<file path="src/sss_pkg.sv">
`default_nettype none

package sss_pkg;

    parameter int IQ_W         = 16;
    parameter int SC_DW        = 2 * IQ_W;            // Real part in the upper half
    parameter int SSB_SC       = 240;
    parameter int SSB_SYMBOLS  = 4;                   // PSS, PBCH, SSS and PBCH, PBCH
    parameter int SSS_SYMBOL   = 2;
    parameter int SSS_FIRST_SC = 56;
    parameter int SSS_LEN      = 127;
    parameter int PBCH_EDGE_SC = 48;

    parameter int N_ID_1_NUM = 336;
    parameter int N_ID_1_W   = 9;
    parameter int N_ID_W     = 10;                    // N_id tops out at 1007
    parameter int N_ID_2_W   = 2;
    parameter int SCORE_W    = 8;

    parameter int M_SEQ_ORDER = 7;                    // Register length of both generators

    // Bit i of the result holds x(i), with x(i+7) = x(i+tap) xor x(i)
    // and the standard initial state x(0) = 1, x(1..6) = 0
    function automatic logic [SSS_LEN-1:0] gen_m_seq(input int tap);
        logic [SSS_LEN-1:0] seq;
        seq    = '0;
        seq[0] = 1'b1;
        for (int i = 0; i < SSS_LEN - M_SEQ_ORDER; i++) begin
            seq[i + M_SEQ_ORDER] = seq[i + tap] ^ seq[i];
        end
        return seq;
    endfunction

    parameter logic [SSS_LEN-1:0] X0_SEQ = gen_m_seq(4);
    parameter logic [SSS_LEN-1:0] X1_SEQ = gen_m_seq(1);

endpackage

`default_nettype wire

</file>
<file path="src/ssb_grid_extractor.sv">
`timescale 1ns/1ns
`default_nettype none

module ssb_grid_extractor import sss_pkg::*; (
    input  wire logic                clk_i,
    input  wire logic                rst_n_i,
    input  wire logic                pss_valid_i,
    input  wire logic [N_ID_2_W-1:0] n_id_2_i,
    input  wire logic [SC_DW-1:0]    s_axis_in_tdata_i,
    input  wire logic                s_axis_in_tvalid_i,
    input  wire logic                s_axis_in_tlast_i,
    input  wire logic                busy_i,
    output logic      [SC_DW-1:0]    m_axis_out_tdata_o,
    output logic                     m_axis_out_tvalid_o,
    output logic                     pbch_valid_o,
    output logic                     sss_valid_o,
    output logic                     sss_bit_o,
    output logic                     sss_bit_valid_o,
    output logic      [N_ID_2_W-1:0] n_id_2_o
);

    localparam int SC_W  = $clog2(SSB_SC);
    localparam int SYM_W = $clog2(SSB_SYMBOLS);

    logic                armed_q;
    logic                bits_en_q;
    logic [SYM_W-1:0]    sym_q;
    logic [SC_W-1:0]     sc_q;
    logic [N_ID_2_W-1:0] n_id_2_q;

    logic in_ssb;
    logic is_sss;
    logic is_pbch;
    logic edge_sc;

    assign in_ssb  = armed_q && s_axis_in_tvalid_i;
    assign edge_sc = (sc_q < PBCH_EDGE_SC) || (sc_q >= SSB_SC - PBCH_EDGE_SC);
    assign is_sss  = (sym_q == SYM_W'(SSS_SYMBOL)) && (sc_q >= SSS_FIRST_SC)
                     && (sc_q < SSS_FIRST_SC + SSS_LEN);
    // Symbols 1 and 3 carry PBCH across the whole band
    assign is_pbch = sym_q[0] || ((sym_q == SYM_W'(SSS_SYMBOL)) && edge_sc);

    always_ff @(posedge clk_i or negedge rst_n_i) begin
        if (!rst_n_i) begin
            armed_q   <= 1'b0;
            bits_en_q <= 1'b0;
            sym_q     <= '0;
            sc_q      <= '0;
        end else if (!armed_q) begin
            if (pss_valid_i) begin
                armed_q   <= 1'b1;
                bits_en_q <= !busy_i;                 // A running search keeps the flags only
                sym_q     <= '0;
                sc_q      <= '0;
            end
        end else if (s_axis_in_tvalid_i) begin
            if (s_axis_in_tlast_i) begin
                sc_q  <= '0;
                sym_q <= sym_q + 1'b1;
                if (sym_q == SYM_W'(SSB_SYMBOLS - 1)) begin
                    armed_q <= 1'b0;
                end
            end else begin
                sc_q <= sc_q + 1'b1;
            end
        end
    end

    always_ff @(posedge clk_i) begin
        if (!armed_q && pss_valid_i && !busy_i) begin
            n_id_2_q <= n_id_2_i;
        end
    end

    always_ff @(posedge clk_i or negedge rst_n_i) begin
        if (!rst_n_i) begin
            m_axis_out_tvalid_o <= 1'b0;
            pbch_valid_o        <= 1'b0;
            sss_valid_o         <= 1'b0;
            sss_bit_valid_o     <= 1'b0;
        end else begin
            m_axis_out_tvalid_o <= s_axis_in_tvalid_i;
            pbch_valid_o        <= in_ssb && is_pbch;
            sss_valid_o         <= in_ssb && is_sss;
            sss_bit_valid_o     <= in_ssb && is_sss && bits_en_q;
        end
    end

    always_ff @(posedge clk_i) begin
        m_axis_out_tdata_o <= s_axis_in_tdata_i;
        sss_bit_o          <= s_axis_in_tdata_i[SC_DW-1]; // Sign of the real part
    end

    assign n_id_2_o = n_id_2_q;

endmodule

`default_nettype wire

</file>
<file path="src/sss_correlator.sv">
`timescale 1ns/1ns
`default_nettype none

module sss_correlator import sss_pkg::*; (
    input  wire logic                clk_i,
    input  wire logic                rst_n_i,
    input  wire logic                sss_bit_i,
    input  wire logic                sss_bit_valid_i,
    input  wire logic [N_ID_2_W-1:0] n_id_2_i,
    output logic                     busy_o,
    output logic      [SCORE_W-1:0]  score_o,
    output logic      [N_ID_1_W-1:0] score_n_id_1_o,
    output logic                     score_valid_o,
    output logic                     search_done_o,
    output logic      [N_ID_2_W-1:0] n_id_2_o
);

    localparam logic [1:0] ST_IDLE   = 2'd0;
    localparam logic [1:0] ST_FILL   = 2'd1;
    localparam logic [1:0] ST_SEARCH = 2'd2;

    localparam int IDX_W  = $clog2(SSS_LEN);
    localparam int GRP_W  = 2;
    localparam int M1_MOD = 112;

    logic [1:0]          state_q;
    logic [IDX_W-1:0]    cnt_q;                       // Fill count, then subcarrier n
    logic [SSS_LEN-1:0]  sss_buf_q;
    logic [N_ID_2_W-1:0] n_id_2_q;
    logic [N_ID_1_W-1:0] id_q;
    logic [IDX_W-1:0]    m1_q;
    logic [GRP_W-1:0]    grp_q;                       // floor(N_id_1 / 112)
    logic [IDX_W-1:0]    idx0_q;
    logic [IDX_W-1:0]    idx1_q;
    logic [SCORE_W-1:0]  acc_q;

    logic             agree;
    logic             last_n;
    logic             last_id;
    logic             m1_wrap;
    logic [IDX_W-1:0] m1_next;
    logic [GRP_W-1:0] grp_next;
    logic [IDX_W-1:0] m0_next;
    logic [IDX_W-1:0] m0_first;

    function automatic logic [IDX_W-1:0] wrap_inc(input logic [IDX_W-1:0] v);
        return (v == IDX_W'(SSS_LEN - 1)) ? '0 : v + 1'b1;
    endfunction

    assign agree    = sss_buf_q[cnt_q] == (X0_SEQ[idx0_q] ^ X1_SEQ[idx1_q]);
    assign last_n   = cnt_q == IDX_W'(SSS_LEN - 1);
    assign last_id  = id_q == N_ID_1_W'(N_ID_1_NUM - 1);
    assign m1_wrap  = m1_q == IDX_W'(M1_MOD - 1);
    assign m1_next  = m1_wrap ? '0 : m1_q + 1'b1;
    assign grp_next = m1_wrap ? grp_q + 1'b1 : grp_q;
    // m0 = 15 * floor(N_id_1 / 112) + 5 * N_id_2 stays below 127
    assign m0_next  = IDX_W'(15) * IDX_W'(grp_next) + IDX_W'(5) * IDX_W'(n_id_2_q);
    assign m0_first = IDX_W'(5) * IDX_W'(n_id_2_i);

    always_ff @(posedge clk_i or negedge rst_n_i) begin
        if (!rst_n_i) begin
            state_q       <= ST_IDLE;
            cnt_q         <= '0;
            id_q          <= '0;
            m1_q          <= '0;
            grp_q         <= '0;
            idx0_q        <= '0;
            idx1_q        <= '0;
            acc_q         <= '0;
            score_valid_o <= 1'b0;
            search_done_o <= 1'b0;
        end else begin
            score_valid_o <= 1'b0;
            search_done_o <= 1'b0;
            case (state_q)
                ST_IDLE: begin
                    if (sss_bit_valid_i) begin
                        state_q <= ST_FILL;
                        cnt_q   <= IDX_W'(1);
                    end
                end
                ST_FILL: begin
                    if (sss_bit_valid_i) begin
                        if (last_n) begin
                            state_q <= ST_SEARCH;
                            cnt_q   <= '0;
                            id_q    <= '0;
                            m1_q    <= '0;
                            grp_q   <= '0;
                            idx0_q  <= m0_first;
                            idx1_q  <= '0;
                            acc_q   <= '0;
                        end else begin
                            cnt_q <= cnt_q + 1'b1;
                        end
                    end
                end
                ST_SEARCH: begin
                    if (last_n) begin
                        cnt_q         <= '0;
                        acc_q         <= '0;
                        id_q          <= id_q + 1'b1;
                        m1_q          <= m1_next;
                        grp_q         <= grp_next;
                        idx0_q        <= m0_next;
                        idx1_q        <= m1_next;
                        score_valid_o <= 1'b1;
                        search_done_o <= last_id;
                        if (last_id) begin
                            state_q <= ST_IDLE;
                        end
                    end else begin
                        cnt_q  <= cnt_q + 1'b1;
                        acc_q  <= acc_q + SCORE_W'(agree);
                        idx0_q <= wrap_inc(idx0_q);
                        idx1_q <= wrap_inc(idx1_q);
                    end
                end
                default: state_q <= ST_IDLE;
            endcase
        end
    end

    always_ff @(posedge clk_i) begin
        if (sss_bit_valid_i && (state_q != ST_SEARCH)) begin
            sss_buf_q <= {sss_bit_i, sss_buf_q[SSS_LEN-1:1]}; // First bit ends at index 0
        end
        if ((state_q == ST_FILL) && sss_bit_valid_i && last_n) begin
            n_id_2_q <= n_id_2_i;
        end
        if ((state_q == ST_SEARCH) && last_n) begin
            score_o        <= acc_q + SCORE_W'(agree);
            score_n_id_1_o <= id_q;
        end
    end

    assign busy_o   = state_q != ST_IDLE;
    assign n_id_2_o = n_id_2_q;

endmodule

`default_nettype wire

</file>
<file path="src/sss_peak_select.sv">
`timescale 1ns/1ns
`default_nettype none

module sss_peak_select import sss_pkg::*; #(
    parameter int unsigned DETECT_THRESHOLD = 100
) (
    input  wire logic                clk_i,
    input  wire logic                rst_n_i,
    input  wire logic [SCORE_W-1:0]  score_i,
    input  wire logic [N_ID_1_W-1:0] score_n_id_1_i,
    input  wire logic                score_valid_i,
    input  wire logic                search_done_i,
    input  wire logic [N_ID_2_W-1:0] n_id_2_i,
    output logic      [N_ID_1_W-1:0] m_axis_sss_tdata_o,
    output logic                     m_axis_sss_tvalid_o,
    output logic      [N_ID_W-1:0]   n_id_o,
    output logic                     sss_miss_o
);

    logic [SCORE_W-1:0]  best_q;
    logic [N_ID_1_W-1:0] best_id_q;

    logic                take_new;
    logic [SCORE_W-1:0]  final_score;
    logic [N_ID_1_W-1:0] final_id;

    // Strictly greater, so the lowest N_id_1 keeps a tie
    assign take_new    = score_valid_i && (score_i > best_q);
    assign final_score = take_new ? score_i : best_q;
    assign final_id    = take_new ? score_n_id_1_i : best_id_q;

    always_ff @(posedge clk_i or negedge rst_n_i) begin
        if (!rst_n_i) begin
            best_q              <= '0;
            best_id_q           <= '0;
            m_axis_sss_tvalid_o <= 1'b0;
            sss_miss_o          <= 1'b0;
        end else begin
            m_axis_sss_tvalid_o <= 1'b0;
            sss_miss_o          <= 1'b0;
            if (search_done_i) begin
                best_q              <= '0;
                best_id_q           <= '0;
                m_axis_sss_tvalid_o <= final_score >= DETECT_THRESHOLD;
                sss_miss_o          <= final_score < DETECT_THRESHOLD;
            end else if (take_new) begin
                best_q    <= score_i;
                best_id_q <= score_n_id_1_i;
            end
        end
    end

    always_ff @(posedge clk_i) begin
        if (search_done_i) begin
            m_axis_sss_tdata_o <= final_id;
            n_id_o             <= N_ID_W'(final_id) * N_ID_W'(3) + N_ID_W'(n_id_2_i);
        end
    end

endmodule

`default_nettype wire

</file>
<file path="src/cell_id_search.sv">
`timescale 1ns/1ns
`default_nettype none

module cell_id_search import sss_pkg::*; #(
    parameter int unsigned DETECT_THRESHOLD = 100
) (
    input  wire logic                clk_i,
    input  wire logic                rst_n_i,
    input  wire logic                pss_valid_i,
    input  wire logic [N_ID_2_W-1:0] n_id_2_i,
    input  wire logic [SC_DW-1:0]    s_axis_in_tdata_i,
    input  wire logic                s_axis_in_tvalid_i,
    input  wire logic                s_axis_in_tlast_i,
    output logic      [SC_DW-1:0]    m_axis_out_tdata_o,
    output logic                     m_axis_out_tvalid_o,
    output logic                     pbch_valid_o,
    output logic                     sss_valid_o,
    output logic      [N_ID_1_W-1:0] m_axis_sss_tdata_o,
    output logic                     m_axis_sss_tvalid_o,
    output logic      [N_ID_W-1:0]   n_id_o,
    output logic                     sss_miss_o
);

    logic                sss_bit;
    logic                sss_bit_valid;
    logic [N_ID_2_W-1:0] n_id_2;
    logic                busy;
    logic [SCORE_W-1:0]  score;
    logic [N_ID_1_W-1:0] score_n_id_1;
    logic                score_valid;
    logic                search_done;
    logic [N_ID_2_W-1:0] n_id_2_q;

    ssb_grid_extractor ssb_grid_extractor_i (
        .clk_i               (clk_i),
        .rst_n_i             (rst_n_i),
        .pss_valid_i         (pss_valid_i),
        .n_id_2_i            (n_id_2_i),
        .s_axis_in_tdata_i   (s_axis_in_tdata_i),
        .s_axis_in_tvalid_i  (s_axis_in_tvalid_i),
        .s_axis_in_tlast_i   (s_axis_in_tlast_i),
        .busy_i              (busy),
        .m_axis_out_tdata_o  (m_axis_out_tdata_o),
        .m_axis_out_tvalid_o (m_axis_out_tvalid_o),
        .pbch_valid_o        (pbch_valid_o),
        .sss_valid_o         (sss_valid_o),
        .sss_bit_o           (sss_bit),
        .sss_bit_valid_o     (sss_bit_valid),
        .n_id_2_o            (n_id_2)
    );

    sss_correlator sss_correlator_i (
        .clk_i           (clk_i),
        .rst_n_i         (rst_n_i),
        .sss_bit_i       (sss_bit),
        .sss_bit_valid_i (sss_bit_valid),
        .n_id_2_i        (n_id_2),
        .busy_o          (busy),
        .score_o         (score),
        .score_n_id_1_o  (score_n_id_1),
        .score_valid_o   (score_valid),
        .search_done_o   (search_done),
        .n_id_2_o        (n_id_2_q)
    );

    sss_peak_select #(
        .DETECT_THRESHOLD (DETECT_THRESHOLD)
    ) sss_peak_select_i (
        .clk_i               (clk_i),
        .rst_n_i             (rst_n_i),
        .score_i             (score),
        .score_n_id_1_i      (score_n_id_1),
        .score_valid_i       (score_valid),
        .search_done_i       (search_done),
        .n_id_2_i            (n_id_2_q),
        .m_axis_sss_tdata_o  (m_axis_sss_tdata_o),
        .m_axis_sss_tvalid_o (m_axis_sss_tvalid_o),
        .n_id_o              (n_id_o),
        .sss_miss_o          (sss_miss_o)
    );

endmodule

`default_nettype wire

</file>
<file path="config.mk">
export PLATFORM = sky130hd
export DESIGN_NAME = cell_id_search
export DESIGN_NICKNAME = d
export VERILOG_FILES = /design/src/sss_pkg.sv /design/src/ssb_grid_extractor.sv /design/src/sss_correlator.sv /design/src/sss_peak_select.sv /design/src/cell_id_search.sv
export SDC_FILE = /design/constraint.sdc
export NUM_CORES = 1
export LEC_CHECK = 0
export ABC_AREA = 1
export ABC_CLOCK_PERIOD_IN_PS = 8900
export BUFFER_PORTS_ARGS = -buffer_cell sky130_fd_sc_hd__buf_2
export CAP_MARGIN = 10
export CORE_MARGIN = 2
export CORE_UTILIZATION = 60
export DETAILED_ROUTE_END_ITERATION = 8
export PLACE_DENSITY_LB_ADDON = 0.15
export RECOVER_POWER = 50
export SLEW_MARGIN = 10
export SYNTH_ARGS = -nofsm -noshare
export SYNTH_HDL_FRONTEND = slang
export SYNTH_SLANG_ARGS = --single-unit
</file>
<file path="constraint.sdc">
create_clock -name clk_i -period 8.9 [get_ports clk_i]
set_input_delay 0.445 -clock clk_i [delete_from_list [all_inputs] [get_ports clk_i]]
set_output_delay 0.445 -clock clk_i [all_outputs]
set_load 0.02 [all_outputs]
</file>
==> key figures, run 1 <==
Timing
  • Worst hold slack: between 0.015 and 0.02 ns
  • Final setup TNS: 0 ns
  • Final Hold Fails: 0
  • Slew Viols, Final: ~120
  • Tightest Pin Transition: ~4.3 ns
  • Tcrit/Tclk final: about 59%
  • Maximum clock rate: 191 MHz
  • RSZ-0062 raised after global routing: no
  • Max-slew headroom: -187%
  • Final setup fails: 0
  • Final Critical Period: about 5.2 ns
  • Clock skew: between 0.01 and 0.015 ns

Logic synthesis
  • Synth Instances: about 1400
  • Synth Flop Type: edfxtp_1
  • Top post-synthesis cells by count: nand2_1, inv_1, edfxtp_1
  • Post-synthesis simple-gate area fraction: 19.3%
  • Post-synth net total: between 1000 and 1500
  • Area contributors post-synth: edfxtp_1, dfrtp_1, nand2_1
  • Top-count cell post-synth: nand2_1
  • Post-Syn Area per Cell: between 9 and 10 µm²
  • Main combinational cell family by area after synthesis: simple AND/OR/NAND/NOR gates
  • Synthesized area: 0.0132 mm²
  • XOR/XNOR Fraction of Synth Area: under 10%
  • Sequential fraction of the synthesis area: just under 60%
  • Post-synth top area cell: edfxtp_1
  • Yosys cell types: 54
  • Async set or reset register ratio after synthesis: a little under a third
  • Post-synth top area share: between 30% and 40%
  • Mux cell area share after synthesis: 0%
  • Synthesis-stage register bit count: about 290
  • Adder-Cell Fraction of Synth Area: around 6.0%
  • Compound-gate portion of the synthesized area: 6.69%
  • Syn. warnings: 0
  • Number of synthesized flops with an enable pin: 167

Floorplanning
  • Die W: ~150 µm
  • Die Ht: 152 µm
  • Initial core utilization: around three fifths
  • IO Pins: 95
  • Die area: about 0.023 mm²
  • Core Area: between 0.02 and 0.025 mm²
  • # rows: 54

Clocking
  • CTS tree: done
  • # clock sinks: 285
  • Num CTS Buffers: 29
  • Root Buffer: clkbuf_16
  • Clock Pin Slew Worst Setup and Hold Paths: roughly 0.060 ns
  • H-tree levels: 1
  • Setup repair bufs after CTS: 0
  • Clk_lat worst skew: between 0.5 and 0.6 ns
  • Bufs on Longest Clock Path: 3

Placed design
  • PortBufs: 94
  • Post-DP HPWL: 16500 µm
  • Placer Congestion: 0.849

Cells and area
  • Layout cell share with drive strength beyond 1: 7.22%
  • FILL cells: between 1500 and 2000
  • # diodes: 0
  • Layout area overhead: 14.1%
  • Area of the multi-input gates: roughly 0.0045 mm²
  • FF/Latch Area: 0.00781 mm²
  • Fin nets: around 1600

Hold path
  • Hold Crit Depth: 1
  • Worst min-delay path category: in -> reg
  • Hold_sp: s_axis_in_tdata_i[21]
  • Min-Delay Endpoint: ssb_grid_extractor_i.m_axis_out_tdata_o[21]

Critical path
  • Critical path cell sequence: dlygate4sd3_1 -> clkbuf_1 -> clkbuf_1
  • R2R Path Start: sss_correlator_i.score_o[1]
  • Crit start category: input port
  • Path length in cells of the critical path: 3
  • Register-to-register setup slack: between 4 and 5 ns
  • Slowest stage delay, CP: 3.07 ns
  • Crit path kind: in -> async
  • Buf/Inv on CP: 3
  • Reg2reg end: sss_peak_select_i.n_id_o[9]
  • Critical path fanouts, max: 77
  • Critical path's most frequent cell: clkbuf_1
  • FF-to-FF path depth: 21
  • Data arrival, critical path: between 4 and 5 ns
  • CP max-delay cell: clkbuf_1
  • Crit. End Element: async pin
  • Crit-path leading delay family: buffers and inverters
  • Crit path required time: slightly above 8 ns

Power
  • Pwr dens: approximately 230 mW/mm²
  • Worst vdd ir: about 180 µV
  • Leakage: between 6 and 7 nW

GRT
  • First-pass GRT wire length: about 45000 µm
  • Largest net degree at the start of global routing: about 90
  • Vias in the first global route: ~9300
  • Initial antenna violation count: 0
  • All-Layer GR Usage: between 20% and 30%
  • Overflow after GRT: 0

Routing
  • Vias: between 9000 and 10000
  • Starting DRT DRC Count: between 500 and 600
  • WL per Instance: 15.2 µm
  • DR DRC count: 0
  • Total Routed Length: around 27000 µm
  • First-pass iteration count of the detailed router: 4
  • Vias per cell: 5.27
  • Post-DRT Antenna Nets: 0

Run
  • Max-cap violations: 2

Run status
  • Outcome: finished, violations left
  • Violated checks: capacitance limit, slew limit
==> report_power, final <==
group	internal, W	switching [W]	total (W)
combinational	0.000246	0.000555	0.000802
sequential	0.00144	0.0000567	0.00150
clock	0.000709	0.000518	0.00123
==> cells in the final DEF (no fill, tap or decap), drive strengths merged, types with 2 or more instances in the layout <==
master       Yosys  layout
o21bai           2       2
o21ai           81      81
clkbuf          10     103
clkinv           5      14
xor2            24      24
nor3            16      16
o22ai           10      10
nor2           116     116
fa               5       5
nand2          328     328
edfxtp         167     167
xnor2            2       2
nand4            5       5
o211ai          10      10
dfrtp           86      86
o31ai            3       3
nor3b            2       2
a21oi           34      34
nand3b           3       3
dfxtp           32      32
inv            193     196
dlygate4sd3      0      29
nand3          129     129
a21boi           2       2
buf             28      37
a31oi            2       2
ha              55      55
a211oi           4       4
==> cell families after synthesis <==
family | after synthesis
AOI/OAI and AO/OA | 155
xor gates and xnor gates | 26
adders and majority gates | 60
buffers and inverters | 236
DFF | 285
and+or+nand+nor | 603
==> how the worst max path moves through the flow <==
stage               slack (ns)                       endpoint                         from
finish                    3.67      sss_correlator_i.cnt_q[0]                      rst_n_i
global route              2.46      sss_correlator_i.cnt_q[0]                      rst_n_i
CTS                       4.34    sss_peak_select_i.n_id_o[9]  sss_correlator_i.score_o[1]
detailed placement        4.38    sss_peak_select_i.n_id_o[9]  sss_correlator_i.score_o[1]
global placement          4.57    sss_peak_select_i.n_id_o[9]  sss_correlator_i.score_o[3]
floorplan                 2.19  sss_correlator_i.sss_buf_q[0]  sss_correlator_i.state_q[0]
==> final cells by class <==
| class | count | share of cell area [%] |
|---|---|---|
| Inverter | 198 | 4.97 |
| Clock inverter | 14 | 0.781 |
| Timing Repair Buffer | 129 | 4.79 |
| Tap cell | 280 | 2.33 |
| Sequential cell | 285 | 51.8 |
| Multi-Input combinational cell | 844 | 29.6 |
| Clock buffer | 40 | 5.70 |
==> sequential cells by signal, summed over array words and instances, names as in the netlist, 2 cells and up <==
register	count
ssb_grid_extractor_i.sym_q	2
sss_peak_select_i.n_id_o	10
ssb_grid_extractor_i.m_axis_out_tdata_o	32
sss_correlator_i.idx0_q	7
sss_correlator_i.score_n_id_1_o	9
sss_correlator_i.sss_buf_q	127
sss_correlator_i.cnt_q	7
sss_correlator_i.state_q	2
sss_correlator_i.id_q	9
sss_peak_select_i.m_axis_sss_tdata_o	9
sss_correlator_i.grp_q	2
sss_correlator_i.score_o	8
sss_correlator_i.idx1_q	7
sss_correlator_i.m1_q	7
sss_correlator_i.n_id_2_o	2
sss_peak_select_i.best_q	8
sss_peak_select_i.best_id_q	9
sss_correlator_i.acc_q	8
ssb_grid_extractor_i.n_id_2_o	2
ssb_grid_extractor_i.sc_q	8
==> layer usage <==
metal / vias up / GRT usage [%] / part of all wire [%] / wire length, µm
li1: 4729 / - / - / -
met1: 4416 / 33.6 / 46 / 12500
met2: 243 / 38.0 / 47 / 12800
met3: 49 / 3.73 / 4.9 / 1340
met4: 0 / 6.19 / 2.3 / 622
met5: - / 0 / 0 / 0
==> stage by stage <==
| step | setup slack (ns) | util, % | power (W) | instance area [µm²] | std cells |
|---|---|---|---|---|---|
| after detailed placement | 4.38 | 64.0 | 0.00231 | 13900 | 1707 |
| after floorplan | 2.19 | - | 0.00210 | 13200 | 1365 |
| after CTS | 4.34 | 69.8 | 0.00354 | 15100 | 1788 |
| after global routing | 2.46 | 69.5 | 0.00372 | 15100 | 1790 |
| final | 3.67 | 69.5 | 0.00352 | 15100 | 1790 |
| after global placement | 4.57 | 64.0 | 0.00230 | 13900 | 1707 |
==> repair_timing <==
action	in CTS	in global routing
resized for setup	0	0
hold buffers	27	2
hold endpoints to repair	35	2
No activity file was read; power rests on OpenSTA's default activity.
==> run 2, diff against run 1 <==
ABC_CLOCK_PERIOD_IN_PS = 4250   (was 8900)
CORE_UTILIZATION = 55   (was 60)
clock period = 4.25 ns   (was 8.9 ns; I/O delays follow)
==> run 2 against run 1 <==
Clock power rose by 110%. The run still ends with capacitance limit, slew limit left. Cell count rose by 3.2%. Worst setup slack got worse by 3.3 ns. Clock skew fell by 0.0032 ns. Design area rose by 1.7%. Core utilization fell by 4.4 points. Global-route usage fell by 2.4 points. Critical path depth rose by 16. Die area rose by 8.8%. Worst hold slack improved by 0.043 ns. Combinational power rose by 120%. Non-clock buffer count rose by 16.
==> key figures, run 2 (synthesized netlist as in run 1, its figures left out) <==
Run status
  • Outcome: finished, violations left
  • Violated checks: capacitance limit, slew limit

Critical path
  • Crit path required time: 4.55 ns (-3.65 ns)
  • CP max-delay cell: fa_1
  • Critical path's most frequent cell: nand2_1
  • Slowest stage delay, CP: 0.57 ns (-2.50 ns)
  • Critical path fanouts, max: 5 (-94%)
  • Crit path kind: reg -> reg
  • Crit. End Element: flop
  • Crit-path leading delay family: adder cells
  • Buf/Inv on CP: 1 (-2)
  • Critical path cell sequence: ha_1 -> nand2_1 -> nor2_1 -> a21boi_1 -> nand2_1 -> nand2_1 -> o21ai_0 -> fa_1 -> ha_1 -> inv_1 -> fa_1 -> o21ai_1 -> nand2_1 -> nand2_1 -> a21oi_1 -> o21ai_0 -> nand2_1 -> nand3_1 -> nand2_1
  • Data arrival, critical path: 4.18 ns (-0.35 ns)
  • Crit start category: flop

Clocking
  • Clock Pin Slew Worst Setup and Hold Paths: 0.06 ns (about the same)
  • CTS tree: done
  • Num CTS Buffers: 30 (+3.4%)
  • # clock sinks: 285 (unchanged)
  • Root Buffer: clkbuf_16
  • Setup repair bufs after CTS: 0 (unchanged)
  • Bufs on Longest Clock Path: 3 (unchanged)
  • H-tree levels: 1 (unchanged)
  • Clk_lat worst skew: 0.55 ns (about the same)

GRT
  • Largest net degree at the start of global routing: 128 (+39%)
  • All-Layer GR Usage: 21.1% (-2.4 points)
  • Overflow after GRT: 0 (unchanged)
  • Vias in the first global route: 9026 (-3.1%)
  • First-pass GRT wire length: 44600 µm (-1.4%)
  • Initial antenna violation count: 0 (unchanged)

Power
  • Leakage: 6.61 nW (+1.6%)
  • Sequential power share: 41.9% (-0.5 points)
  • Psw: 0.00236 W (+110%)
  • Worst vdd ir: 360 µV (+98%)
  • Pwr dens: 486 mW/mm² (+110%)
  • Final Power: 0.00745 W (+110%)
  • Int Pwr: 0.00509 W (+110%)
  • Switching Fraction: 31.7% (-0.38 points)
  • Gate power share: 23.3% (+0.6 points)
  • Clock share of power: 34.8% (about the same)

Timing
  • Final Hold Fails: 0 (unchanged)
  • Final setup TNS: 0 ns (unchanged)
  • RSZ-0062 raised after global routing: no
  • Slew Viols, Final: 91 (-22%)
  • Tightest Pin Transition: 2.88 ns (-1.42 ns)
  • Max-slew headroom: -92.3% (+95 points)
  • Tcrit/Tclk final: between 90% and 100%
  • Final setup fails: 0 (unchanged)
  • Final Critical Period: between 3 and 4 ns
  • Clock skew: 0.0116 ns (-0.00323 ns)
  • Maximum clock rate: about 260 MHz

Routing
  • Total Routed Length: 26600 µm (-2.5%)
  • First-pass iteration count of the detailed router: 5 (+1)
  • DR DRC count: 0 (unchanged)
  • Vias per cell: 5.10 (-3.3%)
  • WL per Instance: 14.4 µm (-5.5%)
  • Post-DRT Antenna Nets: 0 (unchanged)
  • Vias: 9416 (-0.22%)
  • Starting DRT DRC Count: 763 (+39%)

Cells and area
  • Final Instance Area: 0.0153 mm² (+1.7%)
  • Fin nets: 1603 (+1.1%)
  • Layout cell share with drive strength beyond 1: 8.31% (+1.1 points)
  • Biggest registers after layout: sss_correlator_i.sss_buf_q (127), ssb_grid_extractor_i.m_axis_out_tdata_o (32), sss_peak_select_i.n_id_o (10)
  • Fin cells: 1847 (+3.2%)
  • Layout area overhead: 16.0%
  • FILL cells: 1915 (+17%)
  • Commonest non-fill, non-tap cell in the layout: nand2_1
  • Largest Register: sss_correlator_i.sss_buf_q
  • Largest register FFs: 127 (unchanged)
  • # diodes: 0 (unchanged)
  • Commonest cells after routing, fill and taps aside: nand2_1, inv_1, edfxtp_1, nand3_1, nor2_1

Floorplanning
  • Core Area: 0.0235 mm² (+8.5%)
  • Die area: 0.0253 mm² (+8.8%)
  • Die W: 159 µm (+4.3%)
  • # rows: 56 (+3.7%)
  • Initial core utilization: 56.1% (-4.8 points)
  • Die Ht: 159 µm (+4.3%)
  • IO Pins: 95 (unchanged)

Hold path
  • Worst min-delay path category: in -> reg

Placed design
  • DP Cell Count: 1753 (+2.7%)
  • Post-DP HPWL: 16400 µm (-0.54%)
  • PortBufs: 94 (unchanged)
  • Placer Congestion: 0.866 (+2.0%)
  • Placed cell area: 0.0140 mm² (+0.91%)

Run
  • Max-cap violations: 2 (unchanged)
run 2: changes by cell type in the layout (fill, tap and decap cells not counted), sizes merged:
cell / previous run / this run
clkinv: 14 / 15
buf: 37 / 52
clkbuf: 103 / 97
dlygate4sd3: 29 / 38
inv: 196 / 195
run 2: routing by layer:
| metal | vias up | routed length [µm] | global-route usage (%) |
|---|---|---|---|
| met5 | - | 0 | 0 |
| met4 | 0 | 450 | 5.12 |
| met3 | 35 | 1320 | 2.94 |
| met2 | 233 | 12000 | 33.4 |
| met1 | 4388 | 12800 | 31.3 |
| li1 | 4760 | - | - |
run 2: power by group through the flow:
| stage | Clock (W) | Sequential [W] | Combinational, W |
|---|---|---|---|
| 5_1_grt | 0.00275 | 0.00314 | 0.00197 |
| 3_3_place_gp | 0 | 0.00317 | 0.00168 |
| 4_1_cts | 0.00263 | 0.00312 | 0.00174 |
| 3_5_place_dp | 0 | 0.00317 | 0.00170 |
| 2_1_floorplan | 0 | 0.00316 | 0.00125 |
| 6_report | 0.00259 | 0.00312 | 0.00173 |
run 2: layout make-up:
class / instances / area (µm²) / area share [%]
Timing Repair Buffer: 145 / 902 / 5.89
Clock buffer: 42 / 895 / 5.84
Inverter: 198 / 748 / 4.88
Multi-Input combinational cell: 844 / 4470 / 29.2
Tap cell: 319 / 399 / 2.61
Clock inverter: 14 / 98.8 / 0.645
Sequential cell: 285 / 7810 / 51.0
run 2: worst reg2reg max path: stages (launching register included):
cell      delay (ns)
edfxtp_1        0.40
ha_1            0.33
nand2_1         0.09
nor2_1          0.07
a21boi_1        0.27
nand2_1         0.20
nand2_1         0.09
o21ai_0         0.21
fa_1            0.57
ha_1            0.16
inv_1           0.06
fa_1            0.41
o21ai_1         0.22
nand2_1         0.07
nand2_1         0.06
a21oi_1         0.08
o21ai_0         0.15
nand2_1         0.08
nand3_1         0.07
nand2_1         0.05
run 2: path summary, 6_finish.rpt:
check	cells past startpoint	start	to	slack (ns)
hold reg to reg	0	ssb_grid_extractor_i.m_axis_out_tdata_o[31]	sss_correlator_i.sss_buf_q[126]	0.42
max in group asynchronous	2	rst_n_i	sss_correlator_i.cnt_q[0]	1.26
hold / removal	5	pss_valid_i	ssb_grid_extractor_i.bits_en_q	0.06
setup / recovery	19	sss_correlator_i.score_o[7]	sss_peak_select_i.n_id_o[9]	0.38
setup reg to reg	19	sss_correlator_i.score_o[7]	sss_peak_select_i.n_id_o[9]	0.38
min in group asynchronous	2	rst_n_i	sss_peak_select_i.best_id_q[6]	1.15
run 2: metrics by stage:
step | setup slack (ns) | hold WS [ns] | utilization (%)
2_1_floorplan | 0.567 | -0.0831 | -
3_3_place_gp | 0.453 | 0.308 | 59.5
3_5_place_dp | 0.287 | 0.308 | 59.5
4_1_cts | 0.260 | 0.0591 | 65.4
5_1_grt | 0.0179 | 0.132 | 65.1
6_report | 0.378 | 0.0585 | 65.1
run 2: timing repair:
item / 4_1_cts / 5_1_grt
setup endpoints to repair: 0 / 2
hold buffers: 38 / 0
endpoints found under the hold margin: 89 / 0
resized for setup: 0 / 2
